==> src/dcache_pkg.sv <==
package dcache_pkg;

    // widths that carry a meaning
    typedef logic [31:0]  addr_t;       // byte address
    typedef logic [31:0]  word_t;       // cpu data word
    typedef logic [3:0]   wstrb_t;      // cpu byte strobes
    typedef logic [127:0] line_t;       // bus data line
    typedef logic [15:0]  line_strb_t;  // line byte strobes

    localparam int LINE_BYTES = 16;        // bytes per bus line
    localparam logic [2:0] ACC_WORD = 3'b010;  // access type code, word

    // one cpu load or store
    typedef struct packed {
        logic   op;     // 1 write, 0 read
        addr_t  addr;
        wstrb_t wstrb;
        word_t  wdata;
    } cpu_req_t;

    // one request on the external memory port
    typedef struct packed {
        logic       we;    // 1 write, 0 line read
        addr_t      addr;  // line aligned
        line_strb_t strb;  // zero on reads
        line_t      data;
    } mem_req_t;

endpackage

==> src/bus_bridge.sv <==
`timescale 1ns/1ps

module bus_bridge (
    input  logic                   clk,
    input  logic                   rst,

    // cache side, read channel
    input  logic                   rd_req,
    input  logic [2:0]             rd_type,
    input  dcache_pkg::addr_t      rd_addr,
    output logic                   rd_rdy,
    output logic                   ret_valid,
    output logic                   ret_last,
    output dcache_pkg::line_t      ret_data,

    // cache side, write channel
    input  logic                   wr_req,
    input  logic [2:0]             wr_type,
    input  dcache_pkg::addr_t      wr_addr,
    input  dcache_pkg::line_strb_t wr_wstrb,
    input  dcache_pkg::line_t      wr_data,
    output logic                   wr_rdy,

    // memory port
    output logic                   mem_req_valid,
    output dcache_pkg::mem_req_t   mem_req,
    input  logic                   mem_req_ready,
    input  logic                   mem_rsp_valid,
    input  dcache_pkg::line_t      mem_rsp_data
);
    import dcache_pkg::*;

    logic       slot_full;    // one request waiting for the memory port
    mem_req_t   slot;
    logic       rd_pending;   // line read issued, response not back yet
    logic       rd_fire;
    logic       wr_fire;
    logic       mem_fire;
    logic [2:0] acc_type;
    addr_t      acc_addr;
    mem_req_t   slot_d;

    // word writes only go out with strobes
    function automatic line_strb_t type_strb(logic [2:0] t, line_strb_t strb);
        return (t == ACC_WORD) ? strb : '0;
    endfunction

    assign rd_rdy = ~slot_full & ~rd_pending;
    assign wr_rdy = ~slot_full;

    assign rd_fire  = rd_req & rd_rdy;
    assign wr_fire  = wr_req & wr_rdy;
    assign mem_fire = mem_req_valid & mem_req_ready;

    // cache issues at most one of the two in a cycle
    assign acc_type = wr_req ? wr_type : rd_type;
    assign acc_addr = wr_req ? wr_addr : rd_addr;

    always_comb begin
        slot_d.we   = wr_req;
        slot_d.addr = acc_addr & ~addr_t'(LINE_BYTES - 1);  // line aligned
        slot_d.strb = wr_req ? type_strb(acc_type, wr_wstrb) : '0;
        slot_d.data = wr_req ? wr_data : '0;  // reads fetch the whole line
    end

    always_ff @(posedge clk) begin
        if (rst) begin
            slot_full <= 1'b0;
        end else if (rd_fire | wr_fire) begin
            slot_full <= 1'b1;
        end else if (mem_fire) begin
            slot_full <= 1'b0;
        end
    end

    always_ff @(posedge clk) begin
        if (rd_fire | wr_fire) begin
            slot <= slot_d;
        end
    end

    always_ff @(posedge clk) begin
        if (rst) begin
            rd_pending <= 1'b0;
        end else begin
            if (mem_rsp_valid) begin
                rd_pending <= 1'b0;
            end
            if (mem_fire & ~slot.we) begin
                rd_pending <= 1'b1;
            end
        end
    end

    assign mem_req_valid = slot_full;
    assign mem_req       = slot;

    // one response per read, returned as a single last beat
    assign ret_valid = mem_rsp_valid;
    assign ret_last  = mem_rsp_valid;
    assign ret_data  = mem_rsp_data;

endmodule

==> src/cpu_req_buffer.sv <==
`timescale 1ns/1ps

module cpu_req_buffer (
    input  logic                clk,
    input  logic                rst,

    // cpu side
    input  logic                cpu_req_valid,
    input  dcache_pkg::cpu_req_t cpu_req,
    output logic                cpu_req_ready,

    // cache side
    input  logic                data_ok,
    output logic                valid,
    output logic                op,
    output logic [19:0]         tag,
    output logic [7:0]          index,
    output logic [3:0]          offset,
    output dcache_pkg::wstrb_t  wstrb,
    output dcache_pkg::word_t   wdata
);
    import dcache_pkg::*;

    logic     full;    // entry holds a live access
    cpu_req_t req_q;   // registered request
    logic     accept;

    // ready only while empty, so one access is in flight at a time
    assign cpu_req_ready = ~full;
    assign accept        = cpu_req_valid & cpu_req_ready;

    always_ff @(posedge clk) begin
        if (rst) begin
            full <= 1'b0;
        end else if (accept) begin
            full <= 1'b1;
        end else if (data_ok) begin
            full <= 1'b0;  // cache finished the access
        end
    end

    // payload only, held steady until data_ok
    always_ff @(posedge clk) begin
        if (accept) begin
            req_q <= cpu_req;
        end
    end

    assign valid  = full;
    assign op     = req_q.op;
    assign tag    = req_q.addr[31:12];
    assign index  = req_q.addr[11:4];
    assign offset = req_q.addr[3:0];
    assign wstrb  = req_q.wstrb;
    assign wdata  = req_q.wdata;

endmodule

==> src/dcache_top.sv <==
`timescale 1ns/1ps

module dcache_top (
    input  logic                 clk,
    input  logic                 rst,

    // cpu side
    input  logic                 cpu_req_valid,
    input  dcache_pkg::cpu_req_t cpu_req,
    output logic                 cpu_req_ready,
    output logic                 cpu_resp_valid,
    output dcache_pkg::word_t    cpu_rdata,

    // memory side
    output logic                 mem_req_valid,
    output dcache_pkg::mem_req_t mem_req,
    input  logic                 mem_req_ready,
    input  logic                 mem_rsp_valid,
    input  dcache_pkg::line_t    mem_rsp_data
);
    import dcache_pkg::*;

    // buffer to cache
    logic        valid;
    logic        op;
    logic [19:0] tag;
    logic [7:0]  index;
    logic [3:0]  offset;
    wstrb_t      wstrb;
    word_t       wdata;
    logic        data_ok;
    word_t       rdata;

    // cache to bridge
    logic        rd_req;
    logic [2:0]  rd_type;
    addr_t       rd_addr;
    logic        rd_rdy;
    logic        ret_valid;
    logic        ret_last;
    line_t       ret_data;
    logic        wr_req;
    logic [2:0]  wr_type;
    addr_t       wr_addr;
    line_strb_t  wr_wstrb;
    line_t       wr_data;
    logic        wr_rdy;

    assign cpu_resp_valid = data_ok;  // cpu always takes the response
    assign cpu_rdata      = rdata;

    cpu_req_buffer req_buf_i (
        .clk           (clk),
        .rst           (rst),
        .cpu_req_valid (cpu_req_valid),
        .cpu_req       (cpu_req),
        .cpu_req_ready (cpu_req_ready),
        .data_ok       (data_ok),
        .valid         (valid),
        .op            (op),
        .tag           (tag),
        .index         (index),
        .offset        (offset),
        .wstrb         (wstrb),
        .wdata         (wdata)
    );

    // addr_ok has no user, the buffer holds until data_ok
    dummy_dcache dcache_i (
        .clk       (clk),
        .rst       (rst),
        .valid     (valid),
        .op        (op),
        .tag       (tag),
        .index     (index),
        .offset    (offset),
        .wstrb     (wstrb),
        .wdata     (wdata),
        .addr_ok   (),
        .data_ok   (data_ok),
        .rdata     (rdata),
        .rd_req    (rd_req),
        .rd_type   (rd_type),
        .rd_addr   (rd_addr),
        .rd_rdy    (rd_rdy),
        .ret_valid (ret_valid),
        .ret_last  (ret_last),
        .ret_data  (ret_data),
        .wr_req    (wr_req),
        .wr_type   (wr_type),
        .wr_addr   (wr_addr),
        .wr_wstrb  (wr_wstrb),
        .wr_data   (wr_data),
        .wr_rdy    (wr_rdy)
    );

    bus_bridge bridge_i (
        .clk           (clk),
        .rst           (rst),
        .rd_req        (rd_req),
        .rd_type       (rd_type),
        .rd_addr       (rd_addr),
        .rd_rdy        (rd_rdy),
        .ret_valid     (ret_valid),
        .ret_last      (ret_last),
        .ret_data      (ret_data),
        .wr_req        (wr_req),
        .wr_type       (wr_type),
        .wr_addr       (wr_addr),
        .wr_wstrb      (wr_wstrb),
        .wr_data       (wr_data),
        .wr_rdy        (wr_rdy),
        .mem_req_valid (mem_req_valid),
        .mem_req       (mem_req),
        .mem_req_ready (mem_req_ready),
        .mem_rsp_valid (mem_rsp_valid),
        .mem_rsp_data  (mem_rsp_data)
    );

endmodule

==> src/dummy_dcache.sv <==
`timescale 1ns/1ps

module dummy_dcache (
    input  logic                   clk,
    input  logic                   rst,

    // pipeline side
    input  logic                   valid,
    input  logic                   op,      // 1 write, 0 read
    input  logic [19:0]            tag,
    input  logic [7:0]             index,
    input  logic [3:0]             offset,
    input  dcache_pkg::wstrb_t     wstrb,
    input  dcache_pkg::word_t      wdata,
    output logic                   addr_ok,
    output logic                   data_ok,
    output dcache_pkg::word_t      rdata,

    // bus side, read channel
    output logic                   rd_req,
    output logic [2:0]             rd_type,
    output dcache_pkg::addr_t      rd_addr,
    input  logic                   rd_rdy,
    input  logic                   ret_valid,
    input  logic                   ret_last,
    input  dcache_pkg::line_t      ret_data,

    // bus side, write channel
    output logic                   wr_req,
    output logic [2:0]             wr_type,
    output dcache_pkg::addr_t      wr_addr,
    output dcache_pkg::line_strb_t wr_wstrb,
    output dcache_pkg::line_t      wr_data,
    input  logic                   wr_rdy
);
    import dcache_pkg::*;

    typedef enum logic [1:0] {
        IDLE,
        READ_REQ,
        READ_WAIT,
        WRITE_REQ
    } state_t;

    state_t state;
    state_t next_state;

    addr_t  cpu_addr;
    logic   [1:0] lane;    // word position inside the line
    logic   rd_fire;
    logic   wr_fire;
    logic   rd_done;

    assign cpu_addr = {tag, index, offset};
    assign lane     = cpu_addr[3:2];

    assign rd_fire = (state == READ_REQ) & rd_rdy;
    assign wr_fire = (state == WRITE_REQ) & wr_rdy;
    assign rd_done = (state == READ_WAIT) & ret_valid & ret_last;  // single beat

    always_ff @(posedge clk) begin
        if (rst) begin
            state <= IDLE;
        end else begin
            state <= next_state;
        end
    end

    always_comb begin
        next_state = state;
        case (state)
            IDLE: begin
                if (valid) begin
                    next_state = op ? WRITE_REQ : READ_REQ;
                end
            end
            READ_REQ: begin
                if (rd_rdy) begin
                    next_state = READ_WAIT;  // request taken this cycle
                end
            end
            READ_WAIT: begin
                if (rd_done) begin
                    next_state = IDLE;
                end
            end
            WRITE_REQ: begin
                if (wr_rdy) begin
                    next_state = IDLE;  // posted, no response awaited
                end
            end
            default: begin
                next_state = IDLE;
            end
        endcase
    end

    // read request, unaligned address, bridge widens it to a line
    assign rd_req  = rd_fire;
    assign rd_type = ACC_WORD;
    assign rd_addr = rd_fire ? cpu_addr : '0;

    // write request with data and strobes moved into their lane
    assign wr_type = ACC_WORD;

    always_comb begin
        wr_req   = 1'b0;
        wr_addr  = '0;
        wr_data  = '0;
        wr_wstrb = '0;
        if (wr_fire) begin
            wr_req   = 1'b1;
            wr_addr  = cpu_addr;  // offset kept for the lane
            wr_data  = line_t'(wdata) << {lane, 5'b0};
            wr_wstrb = line_strb_t'(wstrb) << {lane, 2'b0};
        end
    end

    // responses to the pipeline
    assign addr_ok = rd_fire | wr_fire;  // request handed to the bus
    assign data_ok = rd_done | wr_fire;
    assign rdata   = rd_done ? ret_data[lane*32 +: 32] : '0;

endmodule

==> config.mk <==
export PLATFORM = sky130hd
export DESIGN_NAME = dcache_top
export DESIGN_NICKNAME = d
export VERILOG_FILES = /design/src/dcache_pkg.sv /design/src/bus_bridge.sv /design/src/cpu_req_buffer.sv /design/src/dcache_top.sv /design/src/dummy_dcache.sv
export SDC_FILE = /design/constraint.sdc
export NUM_CORES = 1
export LEC_CHECK = 0
export ABC_AREA = 0
export BUFFER_PORTS_ARGS = -buffer_cell sky130_fd_sc_hd__buf_4
export CORE_MARGIN = 4
export CORE_UTILIZATION = 25
export DETAILED_ROUTE_END_ITERATION = 6
export PLACE_DENSITY_LB_ADDON = 0.3
export SYNTH_ARGS = -nofsm -noshare
export SYNTH_HDL_FRONTEND = slang
export SYNTH_HIERARCHICAL = 1
export SYNTH_SLANG_ARGS = --single-unit
export TNS_END_PERCENT = 100
==> constraint.sdc <==
create_clock -name clk -period 27.3 [get_ports clk]
set_input_delay 0 -clock clk [delete_from_list [all_inputs] [get_ports clk]]
set_output_delay 0 -clock clk [all_outputs]
set_load 0.05 [all_outputs]
==> results of run 1 <==
==> power by group <==
group          switching, mW  leakage (nW)  internal, mW  total [mW]
combinational         0.0788          3.90        0.0537       0.132
sequential           0.00824          2.43         0.435       0.443
clock                  0.150         0.418         0.203       0.352
total                  0.237          6.74         0.691       0.928
==> state kept, by name, indices dropped and copies added, names as in the netlist <==
register / flops
req_buf_i/wdata: 32
dcache_i/state: 2
req_buf_i/wstrb: 4
bridge_i/mem_req_valid: 1
req_buf_i/offset: 2
req_buf_i/index: 8
req_buf_i/op: 1
bridge_i/mem_req: 173
bridge_i/rd_pending: 1
req_buf_i/valid: 1
req_buf_i/tag: 20
==> cells in the final DEF (no fill, tap or decap), types with 2 or more instances in the layout <==
cell type / n
sky130_fd_sc_hd__nand2b_1: 4
sky130_fd_sc_hd__clkbuf_1: 4
sky130_fd_sc_hd__nand2_1: 3
sky130_fd_sc_hd__buf_4: 415
sky130_fd_sc_hd__dlygate4sd3_1: 72
sky130_fd_sc_hd__nor2b_1: 33
sky130_fd_sc_hd__nand3b_1: 2
sky130_fd_sc_hd__clkinvlp_4: 2
sky130_fd_sc_hd__nor3b_4: 2
sky130_fd_sc_hd__clkinv_1: 5
sky130_fd_sc_hd__inv_1: 4
sky130_fd_sc_hd__a21oi_1: 2
sky130_fd_sc_hd__clkinv_2: 6
sky130_fd_sc_hd__mux2_2: 28
sky130_fd_sc_hd__clkbuf_16: 29
sky130_fd_sc_hd__conb_1: 7
sky130_fd_sc_hd__dfxtp_1: 5
sky130_fd_sc_hd__diode_2: 3
sky130_fd_sc_hd__mux4_2: 32
sky130_fd_sc_hd__edfxtp_1: 240
sky130_fd_sc_hd__nor2_1: 4
sky130_fd_sc_hd__and2_1: 344
==> critical path, delay by kind of cell, from the launching register on <==
kind	cells	cell delay, ps
AO/OA/AOI/OAI	1	380
buffers and inverters	2	1120
flip-flops	1	390
AND/OR/NAND/NOR	4	690
==> per-stage QoR <==
step	instance area (um^2)	instances	hold slack (ps)	power (mW)	util
2_1_floorplan	12300	910	69.07	0.5427	-
3_3_place_gp	14950	1796	178.6	0.5761	0.3106
3_5_place_dp	14950	1796	179.3	0.5773	0.3106
4_1_cts	16530	1917	124.8	0.9422	0.3433
5_1_grt	16530	1919	128.0	0.9650	0.3434
6_report	16540	1920	163.0	0.9282	0.3435
==> worst max-delay path by stage <==
stage / start / end / slack, ps / cells past startpoint
after detailed placement: bridge_i/mem_req_valid / bridge_i/mem_req[24] / 23870 / 7
final: bridge_i/mem_req_valid / bridge_i/mem_req[137] / 23870 / 7
after CTS: bridge_i/mem_req_valid / bridge_i/mem_req[18] / 23820 / 7
after floorplan: bridge_i/mem_req_valid / bridge_i/mem_req[0] / 16750 / 8
after global placement: bridge_i/mem_req_valid / bridge_i/mem_req[18] / 23930 / 7
after global routing: bridge_i/mem_req_valid / bridge_i/mem_req[137] / 23620 / 7
==> metal layers <==
metal / wire length [um] / vias up
li1: - / 3628
met4: 845 / 2
met5: 13 / -
met1: 12340 / 3656
met3: 2667 / 48
met2: 16830 / 316
==> layout make-up <==
cell class,count,share of cell area
Antenna cell,3,0.0004540
Clock buffer,33,0.04479
Clock inverter,16,0.006886
Inverter,5,0.001286
Multi-Input combinational cell,474,0.2219
Sequential cell,245,0.4419
Tap cell,656,0.04964
Timing Repair Buffer,488,0.2332
==> what timing repair did <==
item | CTS | global route
hold buffers | 72 | 0
buffers inserted | 0 | 0
hold endpoints to repair | 85 | 0
==> impl_summary.txt, run 1 <==
----------------------------------------------------
[Clock network]
  Clock transition at the registers of the reported paths ... 60 ps
  Master cell of the clock root buffer ... sky130_fd_sc_hd__clkbuf_16
  Clock buffers created by TritonCTS ... 29
  H-tree levels ... 1
  Clock net sink count ... 245
  Clock latency at the later pin of the worst-skew pair ... around 550 ps
  CTS max path bufs ... 3
  Post-CTS resize count ... 0
  TritonCTS clock tree ... built

[Floorplan]
  Core area ... 48150 um^2
  Total Die Area ... 52760 um^2
  Number of primary I/O pins ... between 400 and 500
  X dimension of the die ... 229.7 um
  Floorplan die height ... 229.7 um
  Starting density of the core ... 0.2552
  Std-Cell Rows ... 80

[Worst setup path]
  Highest fanout seen on the critical path ... ~170
  Classification of the worst setup path ... flip-flop to flip-flop
  Max incr delay on CP ... 640 ps
  Crit-path cells ... nor2_1, nand2_1, or2_1, inv_1, nand2b_1, a21oi_4, buf_12
  Required time worst endpoint ... roughly 27000 ps
  Critical path arrival ... between 3000 and 4000 ps
  Master of the slowest instance on the critical path ... sky130_fd_sc_hd__inv_1
  Crit path capture type ... flip-flop
  Reg2Reg Launch Point ... bridge_i/mem_req_valid
  R2r worst-path depth ... 7
  Launching element type of the critical path ... flip-flop
  Reg-to-reg endpoint ... bridge_i/mem_req[137]
  Reg-to-reg setup timing slack ... between 20000 and 25000 ps

[Worst hold path]
  Beginning of the worst hold path ... cpu_req[63]
  Number of cells on the worst hold path ... 2
  End point of the worst hold path ... req_buf_i/tag[15]
  Class of the tightest hold or removal check ... input port to flip-flop

[Run status]
  Status ... complete, no violations

[Global routing]
  Met1 global-route usage ... 0.1330
  Overall Global Routing Usage ... 0.1184
  Overflow left after global routing ... 0
  Grt met2 use ... 0.2196
  Pin count of the biggest net entering global routing ... 167
  Number of antenna violations at the first check in global routing ... 6
  Routing usage on met3 ... 0.03342
  Most used routing layer ... met2
  Via count of the first global-routing pass ... about 8000
  Global-route wire length before repair ... a little under 50 mm

[Detailed routing]
  Via/cell ratio ... 3.984
  Wirelength, routed ... between 30 and 40 mm
  First-iteration detailed-routing DRC count ... about 330
  DRC viols ... 0
  Length of the first detailed-routing pass in iterations ... 4
  Wire length per cell after detailed routing ... ~17 um
  Via count ... roughly 7700
  Antenna viol nets, final ... 0

[Power and ir drop]
  Power density normalized to cell area ... between 50 and 60 nW/um^2
  IR Drop Worst-Case VDD ... roughly 0.04 mV
  Cell leakage power ... roughly 6.7 nW

[STA]
  Final cycle utilization of the critical path ... 0.1256
  Slew @ Worst Pin ... 1201 ps
  Final worst path period need ... 3429 ps
  Worst setup skew after layout ... between 20 and 25 ps
  Final-report hold violation count ... 0
  Unrepaired setup endpoints after global routing ... no
  Total negative setup slack ... 0 ps
  Final setup vio count ... 0
  Final-report max-slew violation count ... 0
  Slew margin rel. ... 0.1994
  Final setup margin ... roughly 24000 ps
  Peak clock frequency supported by timing ... 291.6 MHz

[Synth]
  Syn_area_per_cell ... around 14 um^2
  Synth warnings ... 6
  Gate count of the mapped netlist ... about 910
  Post-Syn Area ... 12290 um^2

[Cells and area]
  Area overhead of the layout relative to synthesis ... 34.58%
  Number of filler instances in the final layout ... roughly 4700
  Storage element area ... approximately 7300 um^2
  Multi-input gate area ... between 3000 and 4000 um^2
  Nets ... ~1400
  Fraction of layout cells with a size suffix above 1 ... 0.4163

[Placement]
  Dpl ws ... around 24000 ps
  Detailed placer's ending HPWL ... 22.37 mm
  Number of buffer cells added on primary ports ... about 410
  Last weighted congestion value of the routability-driven placer ... between 0.8 and 0.9

[Run]
  Max-cap violations ... 0

----------------------------------------------------
Power figures use the tool's default switching activity.
==> inputs of run 2 (changes only) <==
--- a/config.mk
+++ b/config.mk
@@ -5,7 +5,7 @@
 export SDC_FILE = /design/constraint.sdc
 export NUM_CORES = 1
 export LEC_CHECK = 0
-export ABC_AREA = 0
+export ABC_AREA = 1
 export BUFFER_PORTS_ARGS = -buffer_cell sky130_fd_sc_hd__buf_4
 export CORE_MARGIN = 4
 export CORE_UTILIZATION = 25
==> constraint.sdc (replaced) <==
create_clock -name clk -period 3.5 [get_ports clk]
set_input_delay 0 -clock clk [delete_from_list [all_inputs] [get_ports clk]]
set_output_delay 0 -clock clk [all_outputs]
set_load 0.05 [all_outputs]
==> run 2 against run 1 <==
Compared with the run above:
- sequential cell count unchanged
- clock skew down 10 ps
- critical endpoint is now req_buf_i/valid
- via count up 27%
- global-route usage up 0.88 points
- largest cell class unchanged
==> impl_summary.txt, run 2 <==
----------------------------------------------------
[Global routing]
  Number of antenna violations at the first check in global routing ... 2 (was 6)
  Pin count of the biggest net entering global routing ... 119 (was 167)
  Via count of the first global-routing pass ... 9473 (was 7989)
  Overall Global Routing Usage ... 0.1272 (was 0.1184)
  Global-route wire length before repair ... 53.67 mm (was 48.47 mm)
  Overflow left after global routing ... 0 (unchanged)

[Floorplan]
  Number of primary I/O pins ... 414 (unchanged)
  Std-Cell Rows ... 81 (was 80)
  Floorplan die height ... 231.6 um (was 229.7 um)
  X dimension of the die ... 231.6 um (was 229.7 um)
  Starting density of the core ... 0.2543 (was 0.2552)
  Total Die Area ... 53650 um^2 (was 52760 um^2)
  Core area ... 49150 um^2 (was 48150 um^2)

[Cells and area]
  Post-route cell area ... 16800 um^2 (was 16540 um^2)
  Number of filler instances in the final layout ... 5039 (was 4707)
  Fraction of layout cells with a size suffix above 1 ... 0.2715 (was 0.4163)
  Nets ... 1933 (was 1445)
  Most common cell after layout, fill and taps aside ... sky130_fd_sc_hd__buf_4 (unchanged)
  Commonest cells after routing, fill and taps aside ... sky130_fd_sc_hd__buf_4 (419), sky130_fd_sc_hd__nor2_1 (345), sky130_fd_sc_hd__nand2_1 (294), sky130_fd_sc_hd__edfxtp_1 (240), sky130_fd_sc_hd__inv_1 (189) (was sky130_fd_sc_hd__buf_4 (415), sky130_fd_sc_hd__and2_1 (344), sky130_fd_sc_hd__edfxtp_1 (240), sky130_fd_sc_hd__dlygate4sd3_1 (72), sky130_fd_sc_hd__nor2b_1 (33))
  Area overhead of the layout relative to synthesis ... 34.38% (was 34.58%)
  Max FFs per register ... 173 (unchanged)

[Run status]
  Status ... complete, no violations (unchanged)

[Worst setup path]
  Master of the slowest instance on the critical path ... sky130_fd_sc_hd__inv_1 (unchanged)
  Critical path arrival ... 3230 ps (was 3570 ps)
  Reg-to-reg setup timing slack ... 710 ps (was 23870 ps)
  CP dominant cell by count ... sky130_fd_sc_hd__inv_1
  Highest fanout seen on the critical path ... 34 (was 166)
  Launching element type of the critical path ... flip-flop (unchanged)
  CP delay by family, top ... buffers and inverters (unchanged)
  Required time worst endpoint ... 3940 ps (was 27440 ps)
  Buf/Inv on CP ... 5 (was 2)
  Worst setup path start ... dcache_i/state[1] (was bridge_i/mem_req_valid)
  Reg2Reg Launch Point ... dcache_i/state[1] (was bridge_i/mem_req_valid)
  Crit-path cells ... inv_1, nor3_4, buf_4, inv_1, nand2_1, inv_1, nand2_1, a21oi_2, dlygate4sd3_1 (was nor2_1, nand2_1, or2_1, inv_1, nand2b_1, a21oi_4, buf_12)
  Classification of the worst setup path ... flip-flop to flip-flop (unchanged)
  Max incr delay on CP ... 540 ps (was 640 ps)
  Crit path capture type ... flip-flop (unchanged)

[Power and ir drop]
  Cell leakage power ... 8.038 nW (was 6.743 nW)
  Power density normalized to cell area ... 465.5 nW/um^2 (was 56.13 nW/um^2)
  Total power after layout ... 7.820 mW (was 928.2 uW)
  IR Drop Worst-Case VDD ... 0.3253 mV (was 0.03946 mV)

[Clock network]
  Number of setup buffers added after CTS ... 0 (unchanged)
  Clock transition at the registers of the reported paths ... 50 ps (was 60 ps)
  CTS max path bufs ... 3 (unchanged)
  Clock buffers created by TritonCTS ... 29 (unchanged)
  Count of hold buffers inserted by post-cts repair ... 72 (unchanged)
  TritonCTS clock tree ... built (unchanged)
  Clock net sink count ... 245 (unchanged)
  H-tree levels ... 1 (unchanged)
  Master cell of the clock root buffer ... sky130_fd_sc_hd__clkbuf_16 (unchanged)
  Post-CTS resize count ... 0 (unchanged)
  Clock latency at the later pin of the worst-skew pair ... 560 ps (was 550 ps)

[STA]
  Final setup vio count ... 0 (unchanged)
  Final worst path period need ... 2787 ps (was 3429 ps)
  Worst hold margin ... 153.9 ps (was 163.0 ps)
  Worst setup skew after layout ... 13.99 ps (was 23.99 ps)
  Total negative setup slack ... 0 ps (unchanged)
  Slew @ Worst Pin ... 1002 ps (was 1201 ps)
  Unrepaired setup endpoints after global routing ... no (unchanged)
  Final-report max-slew violation count ... 0 (unchanged)
  Final-report hold violation count ... 0 (unchanged)
  Slew margin rel. ... 0.3311 (was 0.1994)
  Final cycle utilization of the critical path ... 0.7963 (was 0.1256)
  Final setup margin ... 713.1 ps (was 23870 ps)
  Peak clock frequency supported by timing ... 358.8 MHz (was 291.6 MHz)

[Placement]
  Detailed placer's ending HPWL ... 24.63 mm (was 22.37 mm)
  Last weighted congestion value of the routability-driven placer ... 0.7887 (was 0.8499)
  Number of buffer cells added on primary ports ... 407 (unchanged)
  Dpl ws ... 980.7 ps (was 23870 ps)
  Post-placement cell area ... 15140 um^2 (was 14950 um^2)

[Synth]
  Gate count of the mapped netlist ... 1413 (was 906)
  Synth warnings ... 6 (unchanged)
  Post-Syn Area ... 12500 um^2 (was 12290 um^2)
  Syn_area_per_cell ... 8.847 um^2 (was 13.56 um^2)

[Run]
  Max-cap violations ... 0 (unchanged)

[Detailed routing]
  First-iteration detailed-routing DRC count ... 584 (was 326)
  DRC viols ... 0 (unchanged)
  Via/cell ratio ... 4.009 (was 3.984)
  Wire length per cell after detailed routing ... 14.90 um (was 17.03 um)
  Wirelength, routed ... 36.03 mm (was 32.70 mm)
  Length of the first detailed-routing pass in iterations ... 5 (was 4)
  Via count ... 9694 (was 7650)
  Antenna viol nets, final ... 0 (unchanged)

[Worst hold path]
  Class of the tightest hold or removal check ... input port to flip-flop (unchanged)
  Beginning of the worst hold path ... cpu_req[43] (was cpu_req[63])

----------------------------------------------------
## run 2: final cells by class
class                           instances  area [um^2]  share of cell area
Clock inverter                         16        181.4             0.01080
Multi-Input combinational cell        766         3073              0.1829
Clock buffer                           37        755.7             0.04499
Timing Repair Buffer                  493         3906              0.2325
Inverter                              196        738.2             0.04394
Antenna cell                            1        2.502           0.0001490
Sequential cell                       245         7311              0.4352
Tap cell                              664        830.8             0.04946
## run 2: worst reg2reg max path: stages (launching register included)
cell and delay [ps]:
sky130_fd_sc_hd__dfxtp_1 390, sky130_fd_sc_hd__inv_1 130, sky130_fd_sc_hd__nor3_4 220, sky130_fd_sc_hd__buf_4 430
sky130_fd_sc_hd__inv_1 550, sky130_fd_sc_hd__nand2_1 240, sky130_fd_sc_hd__inv_1 60, sky130_fd_sc_hd__nand2_1 70
sky130_fd_sc_hd__a21oi_2 50, sky130_fd_sc_hd__dlygate4sd3_1 540
## run 2: per-layer routing
| layer | global-route usage | routed length [um] |
|---|---|---|
| met1 | 0.1619 | 15220 |
| met2 | 0.2158 | 17260 |
| met3 | 0.03183 | 2560 |
| met4 | 0.03456 | 991 |
| met5 | 0 | 7 |
## run 2: final timing paths
check        depth (start not counted)                     end
min                                  2      req_buf_i/index[3]
min reg2reg                          3  bridge_i/mem_req_valid
max reg2reg                          9         req_buf_i/valid
max                                  9         req_buf_i/valid
## run 2: per-stage QoR
| step | utilization | cells |
|---|---|---|
| after global routing | 0.3417 | 2417 |
| after floorplan | - | 1417 |
| after global placement | 0.3080 | 2292 |
| after detailed placement | 0.3080 | 2292 |
| after CTS | 0.3417 | 2417 |
| final | 0.3418 | 2418 |
## run 2: power breakdown
part           internal [mW]  total, mW  switching [mW]
clock network           1.81       3.00            1.19
logic                  0.433       1.33           0.895
registers               3.43       3.49          0.0683
